$ cat config.mk
export PLATFORM = sky130hd
export DESIGN_NAME = alu_subsys_top
export DESIGN_NICKNAME = d
export VERILOG_FILES = /design/src/design/uarch_pkg.sv /design/src/design/alu.sv /design/src/design/alu_ctrl_regs.sv /design/src/design/alu_decode.sv /design/src/design/alu_subsys_top.sv
export SDC_FILE = /design/constraint.sdc
export NUM_CORES = 1
export LEC_CHECK = 0
export BUFFER_PORTS_ARGS = -buffer_cell sky130_fd_sc_hd__buf_4
export CAP_MARGIN = 20
export CORE_MARGIN = 4
export CORE_UTILIZATION = 60
export CTS_CLUSTER_SIZE = 20
export DETAILED_ROUTE_END_ITERATION = 7
export GPL_ROUTABILITY_DRIVEN = 0
export PLACE_DENSITY = 0.81
export RECOVER_POWER = 50
export SETUP_SLACK_MARGIN = 0.02
export SLEW_MARGIN = 20
export SYNTH_ARGS = -nofsm -noshare
export SYNTH_HDL_FRONTEND = slang
export SYNTH_SLANG_ARGS = --single-unit
$ cat constraint.sdc
create_clock -name clk -period 5.83 [get_ports clk]
set_clock_uncertainty 0.15 [all_clocks]
set_input_delay 0.583 -clock clk [delete_from_list [all_inputs] [get_ports clk]]
set_output_delay 0.583 -clock clk [all_outputs]
set_load 0.01 [all_outputs]
$ cat src/design/uarch_pkg.sv
package uarch_pkg;

    // ********************
    // widths
    // ********************

    localparam int cpu_data_bits = 32;  // one machine word.
    localparam int reg_addr_bits = 5;
    localparam int counter_bits  = 32;

    // ********************
    // major opcodes
    // ********************

    localparam logic [6:0] opc_op     = 7'b0110011;  // register-register arithmetic.
    localparam logic [6:0] opc_branch = 7'b1100011;  // conditional branches.

    // funct3 codes of the OP group.
    localparam logic [2:0] fnc_add_sub = 3'b000;
    localparam logic [2:0] fnc_sll     = 3'b001;
    localparam logic [2:0] fnc_slt     = 3'b010;
    localparam logic [2:0] fnc_sltu    = 3'b011;
    localparam logic [2:0] fnc_xor     = 3'b100;
    localparam logic [2:0] fnc_srl_sra = 3'b101;
    localparam logic [2:0] fnc_or      = 3'b110;
    localparam logic [2:0] fnc_and     = 3'b111;

    // funct3 codes of the BRANCH group; 3'b010 and 3'b011 are unused.
    localparam logic [2:0] fnc_beq  = 3'b000;
    localparam logic [2:0] fnc_bne  = 3'b001;
    localparam logic [2:0] fnc_blt  = 3'b100;
    localparam logic [2:0] fnc_bge  = 3'b101;
    localparam logic [2:0] fnc_bltu = 3'b110;
    localparam logic [2:0] fnc_bgeu = 3'b111;

    localparam logic [6:0] fnc7_sub_sra = 7'b0100000;  // selects sub and sra.

    // ********************
    // instruction word
    // ********************

    // the same 32 bits seen as an R-type or a B-type word.
    typedef union packed {
        struct packed {
            logic [6:0]               funct7;
            logic [reg_addr_bits-1:0] rs2;
            logic [reg_addr_bits-1:0] rs1;
            logic [2:0]               funct3;
            logic [reg_addr_bits-1:0] rd;
            logic [6:0]               opcode;
        } r_view;
        struct packed {
            logic [6:0]               imm_hi;
            logic [reg_addr_bits-1:0] rs2;
            logic [reg_addr_bits-1:0] rs1;
            logic [2:0]               funct3;
            logic [4:0]               imm_lo;
            logic [6:0]               opcode;
        } b_view;
    } instr_word_u;

    // ********************
    // APB register map
    // ********************

    localparam logic [11:0] reg_ctrl          = 12'h000;  // bit 0 enable, bit 1 flush.
    localparam logic [11:0] reg_op_count      = 12'h004;
    localparam logic [11:0] reg_taken_count   = 12'h008;
    localparam logic [11:0] reg_illegal_count = 12'h00C;

endpackage

$ cat src/design/alu.sv
`timescale 1ns/100ps

module alu (
    input  logic                                 clk,
    input  logic                                 rst,
    input  logic                                 enable,
    input  logic                                 flush,
    input  logic                                 issue_valid,
    output logic                                 issue_ready,
    input  logic [2:0]                           alu_op,
    input  logic                                 is_sub_sra,
    input  logic [2:0]                           br_op,
    input  logic                                 is_branch,
    input  logic [uarch_pkg::reg_addr_bits-1:0]  dest,
    input  logic                                 illegal,
    input  logic [uarch_pkg::cpu_data_bits-1:0]  rs1_val,
    input  logic [uarch_pkg::cpu_data_bits-1:0]  rs2_val,
    output logic                                 cdb_valid,
    output logic [uarch_pkg::reg_addr_bits-1:0]  cdb_dest,
    output logic [uarch_pkg::cpu_data_bits-1:0]  cdb_value,
    output logic                                 cdb_is_branch,
    input  logic                                 cdb_gnt
);

    logic                                valid_q;
    logic                                accept;
    logic [2:0]                          alu_op_q;
    logic                                is_sub_sra_q;
    logic [2:0]                          br_op_q;
    logic                                is_branch_q;
    logic [uarch_pkg::reg_addr_bits-1:0] dest_q;
    logic [uarch_pkg::cpu_data_bits-1:0] rs1_q;
    logic [uarch_pkg::cpu_data_bits-1:0] rs2_q;
    logic [uarch_pkg::cpu_data_bits-1:0] op_result;
    logic [4:0]                          shamt;
    logic                                lt_s;
    logic                                lt_u;
    logic                                eq;
    logic                                br_taken;

    // a held result blocks issue until the bus takes it.
    assign issue_ready = enable && !flush && (!valid_q || cdb_gnt);
    assign accept      = issue_valid && issue_ready && !illegal;  // illegal words are dropped.

    always_ff @(posedge clk) begin
        if (rst || flush) begin
            valid_q <= 1'b0;
        end else if (accept) begin
            valid_q <= 1'b1;
        end else if (cdb_gnt) begin
            valid_q <= 1'b0;
        end
    end

    always_ff @(posedge clk) begin
        if (accept) begin
            alu_op_q     <= alu_op;
            is_sub_sra_q <= is_sub_sra;
            br_op_q      <= br_op;
            is_branch_q  <= is_branch;
            dest_q       <= dest;
            rs1_q        <= rs1_val;
            rs2_q        <= rs2_val;
        end
    end

    // ********************
    // execute
    // ********************

    assign shamt = rs2_q[4:0];
    assign lt_s  = $signed(rs1_q) < $signed(rs2_q);
    assign lt_u  = rs1_q < rs2_q;
    assign eq    = rs1_q == rs2_q;

    always_comb begin
        case (alu_op_q)
            uarch_pkg::fnc_add_sub: op_result = is_sub_sra_q ? (rs1_q - rs2_q) : (rs1_q + rs2_q);
            uarch_pkg::fnc_sll:     op_result = rs1_q << shamt;
            uarch_pkg::fnc_slt:     op_result = {{(uarch_pkg::cpu_data_bits-1){1'b0}}, lt_s};
            uarch_pkg::fnc_sltu:    op_result = {{(uarch_pkg::cpu_data_bits-1){1'b0}}, lt_u};
            uarch_pkg::fnc_xor:     op_result = rs1_q ^ rs2_q;
            uarch_pkg::fnc_srl_sra: begin
                // sra copies the sign bit of rs1 into the vacated bits and srl fills them with zeros.
                if (is_sub_sra_q) begin
                    op_result = $signed(rs1_q) >>> shamt;
                end else begin
                    op_result = rs1_q >> shamt;
                end
            end
            uarch_pkg::fnc_or:      op_result = rs1_q | rs2_q;
            default:                op_result = rs1_q & rs2_q;
        endcase
    end

    always_comb begin
        case (br_op_q)
            uarch_pkg::fnc_beq:  br_taken = eq;
            uarch_pkg::fnc_bne:  br_taken = !eq;
            uarch_pkg::fnc_blt:  br_taken = lt_s;
            uarch_pkg::fnc_bge:  br_taken = !lt_s;
            uarch_pkg::fnc_bltu: br_taken = lt_u;
            uarch_pkg::fnc_bgeu: br_taken = !lt_u;
            default:             br_taken = 1'b0;
        endcase
    end

    assign cdb_valid     = valid_q;
    assign cdb_dest      = dest_q;
    assign cdb_is_branch = is_branch_q;
    assign cdb_value     = is_branch_q ? {{(uarch_pkg::cpu_data_bits-1){1'b0}}, br_taken}
                                       : op_result;

endmodule

$ cat src/design/alu_ctrl_regs.sv
`timescale 1ns/100ps

module alu_ctrl_regs (
    input  logic                                 clk,
    input  logic                                 rst,
    input  logic [11:0]                          paddr,
    input  logic                                 psel,
    input  logic                                 penable,
    input  logic                                 pwrite,
    input  logic [uarch_pkg::cpu_data_bits-1:0]  pwdata,
    output logic [uarch_pkg::cpu_data_bits-1:0]  prdata,
    output logic                                 pready,
    output logic                                 pslverr,
    input  logic                                 issue_valid,
    input  logic                                 issue_ready,
    input  logic                                 illegal,
    input  logic                                 cdb_valid,
    input  logic                                 cdb_gnt,
    input  logic                                 cdb_is_branch,
    input  logic [uarch_pkg::cpu_data_bits-1:0]  cdb_value,
    output logic                                 enable,
    output logic                                 flush
);

    logic                               enable_q;
    logic [uarch_pkg::counter_bits-1:0] op_count_q;
    logic [uarch_pkg::counter_bits-1:0] taken_count_q;
    logic [uarch_pkg::counter_bits-1:0] illegal_count_q;
    logic                               apb_access;
    logic                               wr_ctrl;
    logic                               addr_hit;
    logic                               handshake;
    logic                               taken_event;
    logic                               illegal_event;

    // ********************
    // APB decode
    // ********************

    assign apb_access = psel && penable;  // the access phase is never stretched.
    assign wr_ctrl    = apb_access && pwrite && (paddr == uarch_pkg::reg_ctrl);
    assign pready     = 1'b1;
    assign pslverr    = apb_access && !addr_hit;

    always_comb begin
        addr_hit = 1'b1;
        prdata   = '0;
        case (paddr)
            uarch_pkg::reg_ctrl:          prdata = {{(uarch_pkg::cpu_data_bits-1){1'b0}}, enable_q};
            uarch_pkg::reg_op_count:      prdata = op_count_q;
            uarch_pkg::reg_taken_count:   prdata = taken_count_q;
            uarch_pkg::reg_illegal_count: prdata = illegal_count_q;
            default:                      addr_hit = 1'b0;
        endcase
    end

    always_ff @(posedge clk) begin
        if (rst) begin
            enable_q <= 1'b0;
        end else if (wr_ctrl) begin
            enable_q <= pwdata[0];
        end
    end

    assign enable = enable_q;
    assign flush  = wr_ctrl && pwdata[1];  // lasts only for the write's access phase.

    // ********************
    // event counters
    // ********************

    assign handshake     = cdb_valid && cdb_gnt;
    assign taken_event   = handshake && cdb_is_branch &&
                           (cdb_value == {{(uarch_pkg::cpu_data_bits-1){1'b0}}, 1'b1});
    assign illegal_event = issue_valid && issue_ready && illegal;

    always_ff @(posedge clk) begin
        if (rst) begin
            op_count_q      <= '0;
            taken_count_q   <= '0;
            illegal_count_q <= '0;
        end else begin
            if (handshake) begin
                op_count_q <= op_count_q + 1'b1;
            end
            if (taken_event) begin
                taken_count_q <= taken_count_q + 1'b1;
            end
            if (illegal_event) begin
                illegal_count_q <= illegal_count_q + 1'b1;
            end
        end
    end

endmodule

$ cat src/design/alu_decode.sv
`timescale 1ns/100ps

module alu_decode (
    input  uarch_pkg::instr_word_u                instr,
    output logic [2:0]                            alu_op,
    output logic                                  is_sub_sra,
    output logic [2:0]                            br_op,
    output logic                                  is_branch,
    output logic [uarch_pkg::reg_addr_bits-1:0]   dest,
    output logic                                  illegal
);

    logic [6:0] opcode;
    logic [6:0] funct7;
    logic [2:0] op_funct3;
    logic [2:0] br_funct3;

    assign opcode    = instr.r_view.opcode;
    assign funct7    = instr.r_view.funct7;
    assign op_funct3 = instr.r_view.funct3;
    assign br_funct3 = instr.b_view.funct3;  // only meaningful for a branch word.

    always_comb begin
        alu_op     = '0;
        is_sub_sra = 1'b0;
        br_op      = '0;
        is_branch  = 1'b0;
        dest       = '0;
        illegal    = 1'b0;

        if (opcode == uarch_pkg::opc_op) begin
            alu_op = op_funct3;
            dest   = instr.r_view.rd;
            if (funct7 == uarch_pkg::fnc7_sub_sra) begin
                is_sub_sra = 1'b1;
                // only add and srl have an alternate form.
                illegal = (op_funct3 != uarch_pkg::fnc_add_sub) &&
                          (op_funct3 != uarch_pkg::fnc_srl_sra);
            end else begin
                illegal = (funct7 != 7'b0000000);
            end
        end else if (opcode == uarch_pkg::opc_branch) begin
            is_branch = 1'b1;  // dest stays zero because a branch writes no register.
            br_op     = br_funct3;
            case (br_funct3)
                uarch_pkg::fnc_beq,
                uarch_pkg::fnc_bne,
                uarch_pkg::fnc_blt,
                uarch_pkg::fnc_bge,
                uarch_pkg::fnc_bltu,
                uarch_pkg::fnc_bgeu: begin
                    illegal = 1'b0;
                end
                default: begin
                    illegal = 1'b1;
                end
            endcase
        end else begin
            illegal = 1'b1;  // neither OP nor BRANCH.
        end
    end

endmodule

$ cat src/design/alu_subsys_top.sv
`timescale 1ns/100ps

module alu_subsys_top (
    input  logic                                 clk,
    input  logic                                 rst,
    input  logic                                 issue_valid,
    output logic                                 issue_ready,
    input  uarch_pkg::instr_word_u               issue_instr,
    input  logic [uarch_pkg::cpu_data_bits-1:0]  issue_rs1_val,
    input  logic [uarch_pkg::cpu_data_bits-1:0]  issue_rs2_val,
    output logic                                 cdb_valid,
    output logic [uarch_pkg::reg_addr_bits-1:0]  cdb_dest,
    output logic [uarch_pkg::cpu_data_bits-1:0]  cdb_value,
    output logic                                 cdb_is_branch,
    input  logic                                 cdb_gnt,
    input  logic [11:0]                          paddr,
    input  logic                                 psel,
    input  logic                                 penable,
    input  logic                                 pwrite,
    input  logic [uarch_pkg::cpu_data_bits-1:0]  pwdata,
    output logic [uarch_pkg::cpu_data_bits-1:0]  prdata,
    output logic                                 pready,
    output logic                                 pslverr
);

    logic [2:0]                          dec_alu_op;
    logic                                dec_is_sub_sra;
    logic [2:0]                          dec_br_op;
    logic                                dec_is_branch;
    logic [uarch_pkg::reg_addr_bits-1:0] dec_dest;
    logic                                dec_illegal;
    logic                                enable;
    logic                                flush;

    alu_decode alu_decode_i (
        .instr(issue_instr), .alu_op(dec_alu_op), .is_sub_sra(dec_is_sub_sra),
        .br_op(dec_br_op), .is_branch(dec_is_branch), .dest(dec_dest), .illegal(dec_illegal)
    );

    alu alu_i (
        .clk(clk), .rst(rst), .enable(enable), .flush(flush),
        .issue_valid(issue_valid), .issue_ready(issue_ready),
        .alu_op(dec_alu_op), .is_sub_sra(dec_is_sub_sra), .br_op(dec_br_op),
        .is_branch(dec_is_branch), .dest(dec_dest), .illegal(dec_illegal),
        .rs1_val(issue_rs1_val), .rs2_val(issue_rs2_val),
        .cdb_valid(cdb_valid), .cdb_dest(cdb_dest), .cdb_value(cdb_value),
        .cdb_is_branch(cdb_is_branch), .cdb_gnt(cdb_gnt)
    );

    // the register block watches the same handshakes the ALU sees.
    alu_ctrl_regs alu_ctrl_regs_i (
        .clk(clk), .rst(rst), .paddr(paddr), .psel(psel), .penable(penable),
        .pwrite(pwrite), .pwdata(pwdata), .prdata(prdata), .pready(pready),
        .pslverr(pslverr), .issue_valid(issue_valid), .issue_ready(issue_ready),
        .illegal(dec_illegal), .cdb_valid(cdb_valid), .cdb_gnt(cdb_gnt),
        .cdb_is_branch(cdb_is_branch), .cdb_value(cdb_value),
        .enable(enable), .flush(flush)
    );

endmodule

==> results_dict.tcl <==
set metrics [dict create \
    die_area_um2 30180 \
    cts_tree "built" \
    finalSetupTns_ns 0 \
    max_cap_violations 1 \
    hold_violations 0 \
    nFillCells 2307 \
    grt-ovfl-total 0 \
    synth_area_per_cell_um2 7.832 \
    grt_max_degree 99 \
    cp.depth 13 \
    max_clock_freq_mhz 189.9 \
    async_flop_share_pct 0 \
    leakagePower_nw 7.244 \
    ios 221 \
    cp_cell_sequence "inv_2 > ha_1 > nor2_1 > a211oi_1 > o21bai_1 > a21o_1 > nor4b_1 > nor4_1 > a211oi_1 > xnor2_1 > o221ai_1 > o211a_1 > buf_4" \
    status "complete, but fails checks" \
    h-tree-depth 4 \
    path_max_fanout 26 \
    postCtsHoldBufs 0 \
    clock_sinks 175 \
    num_vias 17240 \
    synth.distinct_cells 86 \
    violations "design-rule violations, max-capacitance violations, max-slew violations" \
    antenna_found_initial 1 \
    final_layout_size_suffix_gt1_share_pct 12.45 \
    dpl.hpwl_mm 40.84 \
    cp-end-kind "primary output" \
    drc 29 \
    slowest_delay_ns 0.68 \
    grt_pass1_vias 16440 \
    num_rows 60 \
    insertion_delay_ns 0.46 \
    drt_first_pass_iters 8 \
    netlist_instances 2104 \
    ctsResizeCount 0 \
    wl_met3_mm 6.969 \
    grt_pass1_wl_mm 88.56 \
    area_delta_synth_final_pct 11.08 \
    path_class "reg -> out" \
    worstPathBufferInverterCount 2 \
    met2_length_mm 24.34 \
    crit_top_cell "a211oi_1" \
    dp_slack_ns 1.246 \
    slew_headroom_pct -184.0 \
    wl_met1_mm 20.30 \
    crit_path_start_kind "flip-flop" \
    cts_inserted_buffers 17 \
    dpl.cell_count 2510 \
    fin_util_pct 67.92 \
    hold_class "in -> reg" \
    crit_arrival_ns 4.53 \
    powerDensity_nw_per_um2 142.8 \
    path_clk_slew_ns 0.09 \
    cts.path.max_buffers 2 \
    finalWirelength_mm 56.27 \
    setup_ws_ns 0.5629 \
    synth-seq-cells 175 \
    vdd_ir_drop_max_mv 0.1991 \
    synthesis.area_um2 16480 \
    ant_nets 0 \
    grtUsageTotal_pct 36.06 \
    cp_slowest_cell "nor4_1" \
    min_period_ns 5.267 \
    reg2reg_to "alu_ctrl_regs_i.taken_count_q[28]" \
    dr.max_layer_used "met5" \
    synth_fp_nets 2353 \
    final_cells 2542 \
    finalMaxSlewViolations 99 \
    required_ns 5.10 \
    postCtsSetupBuffers 0 \
    critPathLaunch "alu_i.rs2_q[2]" \
    die_width_um 173.7 \
    wl_per_cell_um 22.13 \
    vias_per_cell 6.781 \
    finalCritPeriodShare_pct 90.34 \
    seq_area_frac_synth_pct 25.94 \
    tightest_slew_ns 4.260 \
    diodes 0 \
    cp-endpoint "cdb_value[21]" \
    nets 2437 \
    core_um2 26950 \
    synth-edff-count 77 \
    worstRegToRegCells 12 \
    port_buffers 179 \
    dpl_cell_area_um2 17890 \
    reg2reg_from "alu_i.rs1_q[24]" \
    initial_core_util_pct 61.14 \
    cts_root_buf "clkbuf_16" \
    drt_iter0_drc 2620 \
    yosysWarnings 0 \
    r2r_slack_ns 0.84 \
    grt_setup_unrepaired "false" \
    crit_family "compound AO/OA/AOI/OAI gates" \
    fin_area_um2 18300 \
    worstHoldStart "issue_rs1_val[14]" \
    die_y_um 173.7 \
    synthFlopType "dfxtp_1" \
    finalSetupViolCount 0 \
]
stage by stage:
step           total power, mW  hold slack [ns]
2_1_floorplan            1.330           0.3057
3_3_place_gp             1.393           0.3172
3_5_place_dp             1.394           0.3336
4_1_cts                  2.621           0.1368
5_1_grt                  2.678           0.1609
6_report                 2.614           0.1631
cells in the mapped netlist (all sizes together), types with 37 or more instances:
cell    number  area (um2)
nor2       304        1144
buf         38       190.2
a21oi      154       770.7
nand2      149       559.3
a22oi       48       360.4
edfxtp      77        2312
o21ai      141       713.2
nand3       58       290.3
xor2        42       367.9
xnor2       65       569.3
nand2b      41       256.5
clkbuf     104       390.4
inv        118       442.9
dfxtp       98        1962
ha         100        1251
nor3        51       260.3
mux2i       73       730.7
mux2        37       420.4
routing by layer:
| layer | global-route usage [%] | up-vias |
|---|---|---|
| met3 | 8.899 | 320 |
| met5 | 0 | - |
| met4 | 25.27 | 2 |
| li1 | - | 7755 |
| met2 | 54.92 | 1332 |
| met1 | 44.84 | 7829 |
layout by cell type (no fill, tap or decap), types with 23 or more instances in the layout:
cell type / n
nor2_1: 303
mux4_2: 26
mux2_2: 36
nor3_1: 49
o21ai_0: 138
and3_1: 24
dfxtp_1: 98
or3_1: 25
ha_1: 100
nand2_1: 149
clkbuf_1: 55
nor4_1: 23
a21oi_1: 154
a22oi_1: 48
nand4_1: 23
nand2b_1: 41
edfxtp_1: 77
inv_1: 116
xor2_1: 42
buf_4: 99
nand3_1: 58
mux2i_1: 73
clkbuf_4: 53
a21o_1: 23
xnor2_1: 65
flip-flops by register name, indices dropped and copies added, names as in the netlist:
signal,flops
alu_ctrl_regs_i.illegal_count_q,32
alu_ctrl_regs_i.op_count_q,32
alu_ctrl_regs_i.taken_count_q,32
alu_i.rs1_q,32
alu_i.rs2_q,32
alu_i.cdb_dest,5
alu_i.alu_op_q,3
alu_i.br_op_q,3
alu_ctrl_regs_i.enable,1
alu_i.cdb_is_branch,1
alu_i.cdb_valid,1
alu_i.is_sub_sra_q,1
worst register-to-register path: cells and delay by family (launching register included):
kind	cells	cell delay, ns
xor+xnor	2	0.40
compound gates	1	0.33
simple gates	7	2.68
flops	1	0.55
fa+ha+maj	1	0.46
buf+inv	1	0.15
layout make-up:
type | instances | area [um2] | area share (%)
multi-input cells | 1667 | 11170 | 61.05
flip-flops and latches | 175 | 4274 | 23.35
repair buffers | 207 | 1348 | 7.362
clock buffers | 19 | 464.2 | 2.536
inverters | 120 | 452.9 | 2.475
well taps | 341 | 426.7 | 2.331
clock inverters | 13 | 163.9 | 0.8955
cells by family after synthesis:
| logic type | share of synthesized area, % |
|---|---|
| and+or+nand+nor | 21.73 |
| AOI/OAI and AO/OA | 21.99 |
| buffers and inverters | 6.257 |
| adders and majority gates | 7.836 |
| other | 0.02276 |
| xor gates and xnor gates | 5.687 |
| DFF | 25.94 |
| muxes | 10.54 |
report_power, final:
part | leakage, nW | switching [mW] | internal, mW
registers | 1.45 | 0.000000360 | 1.27
clock network | 0.304 | 0.600 | 0.654
logic | 5.48 | 0.0401 | 0.0450
total | 7.24 | 0.640 | 1.97
worst min-delay path by stage:
stage,end,cells after the start
final,alu_i.rs1_q[14],1
after global routing,alu_i.rs1_q[13],1
after CTS,alu_i.rs1_q[13],1
after detailed placement,alu_ctrl_regs_i.taken_count_q[31],2
after global placement,alu_ctrl_regs_i.op_count_q[27],2
after floorplan,alu_ctrl_regs_i.op_count_q[31],2
Power figures use the tool's default switching activity.
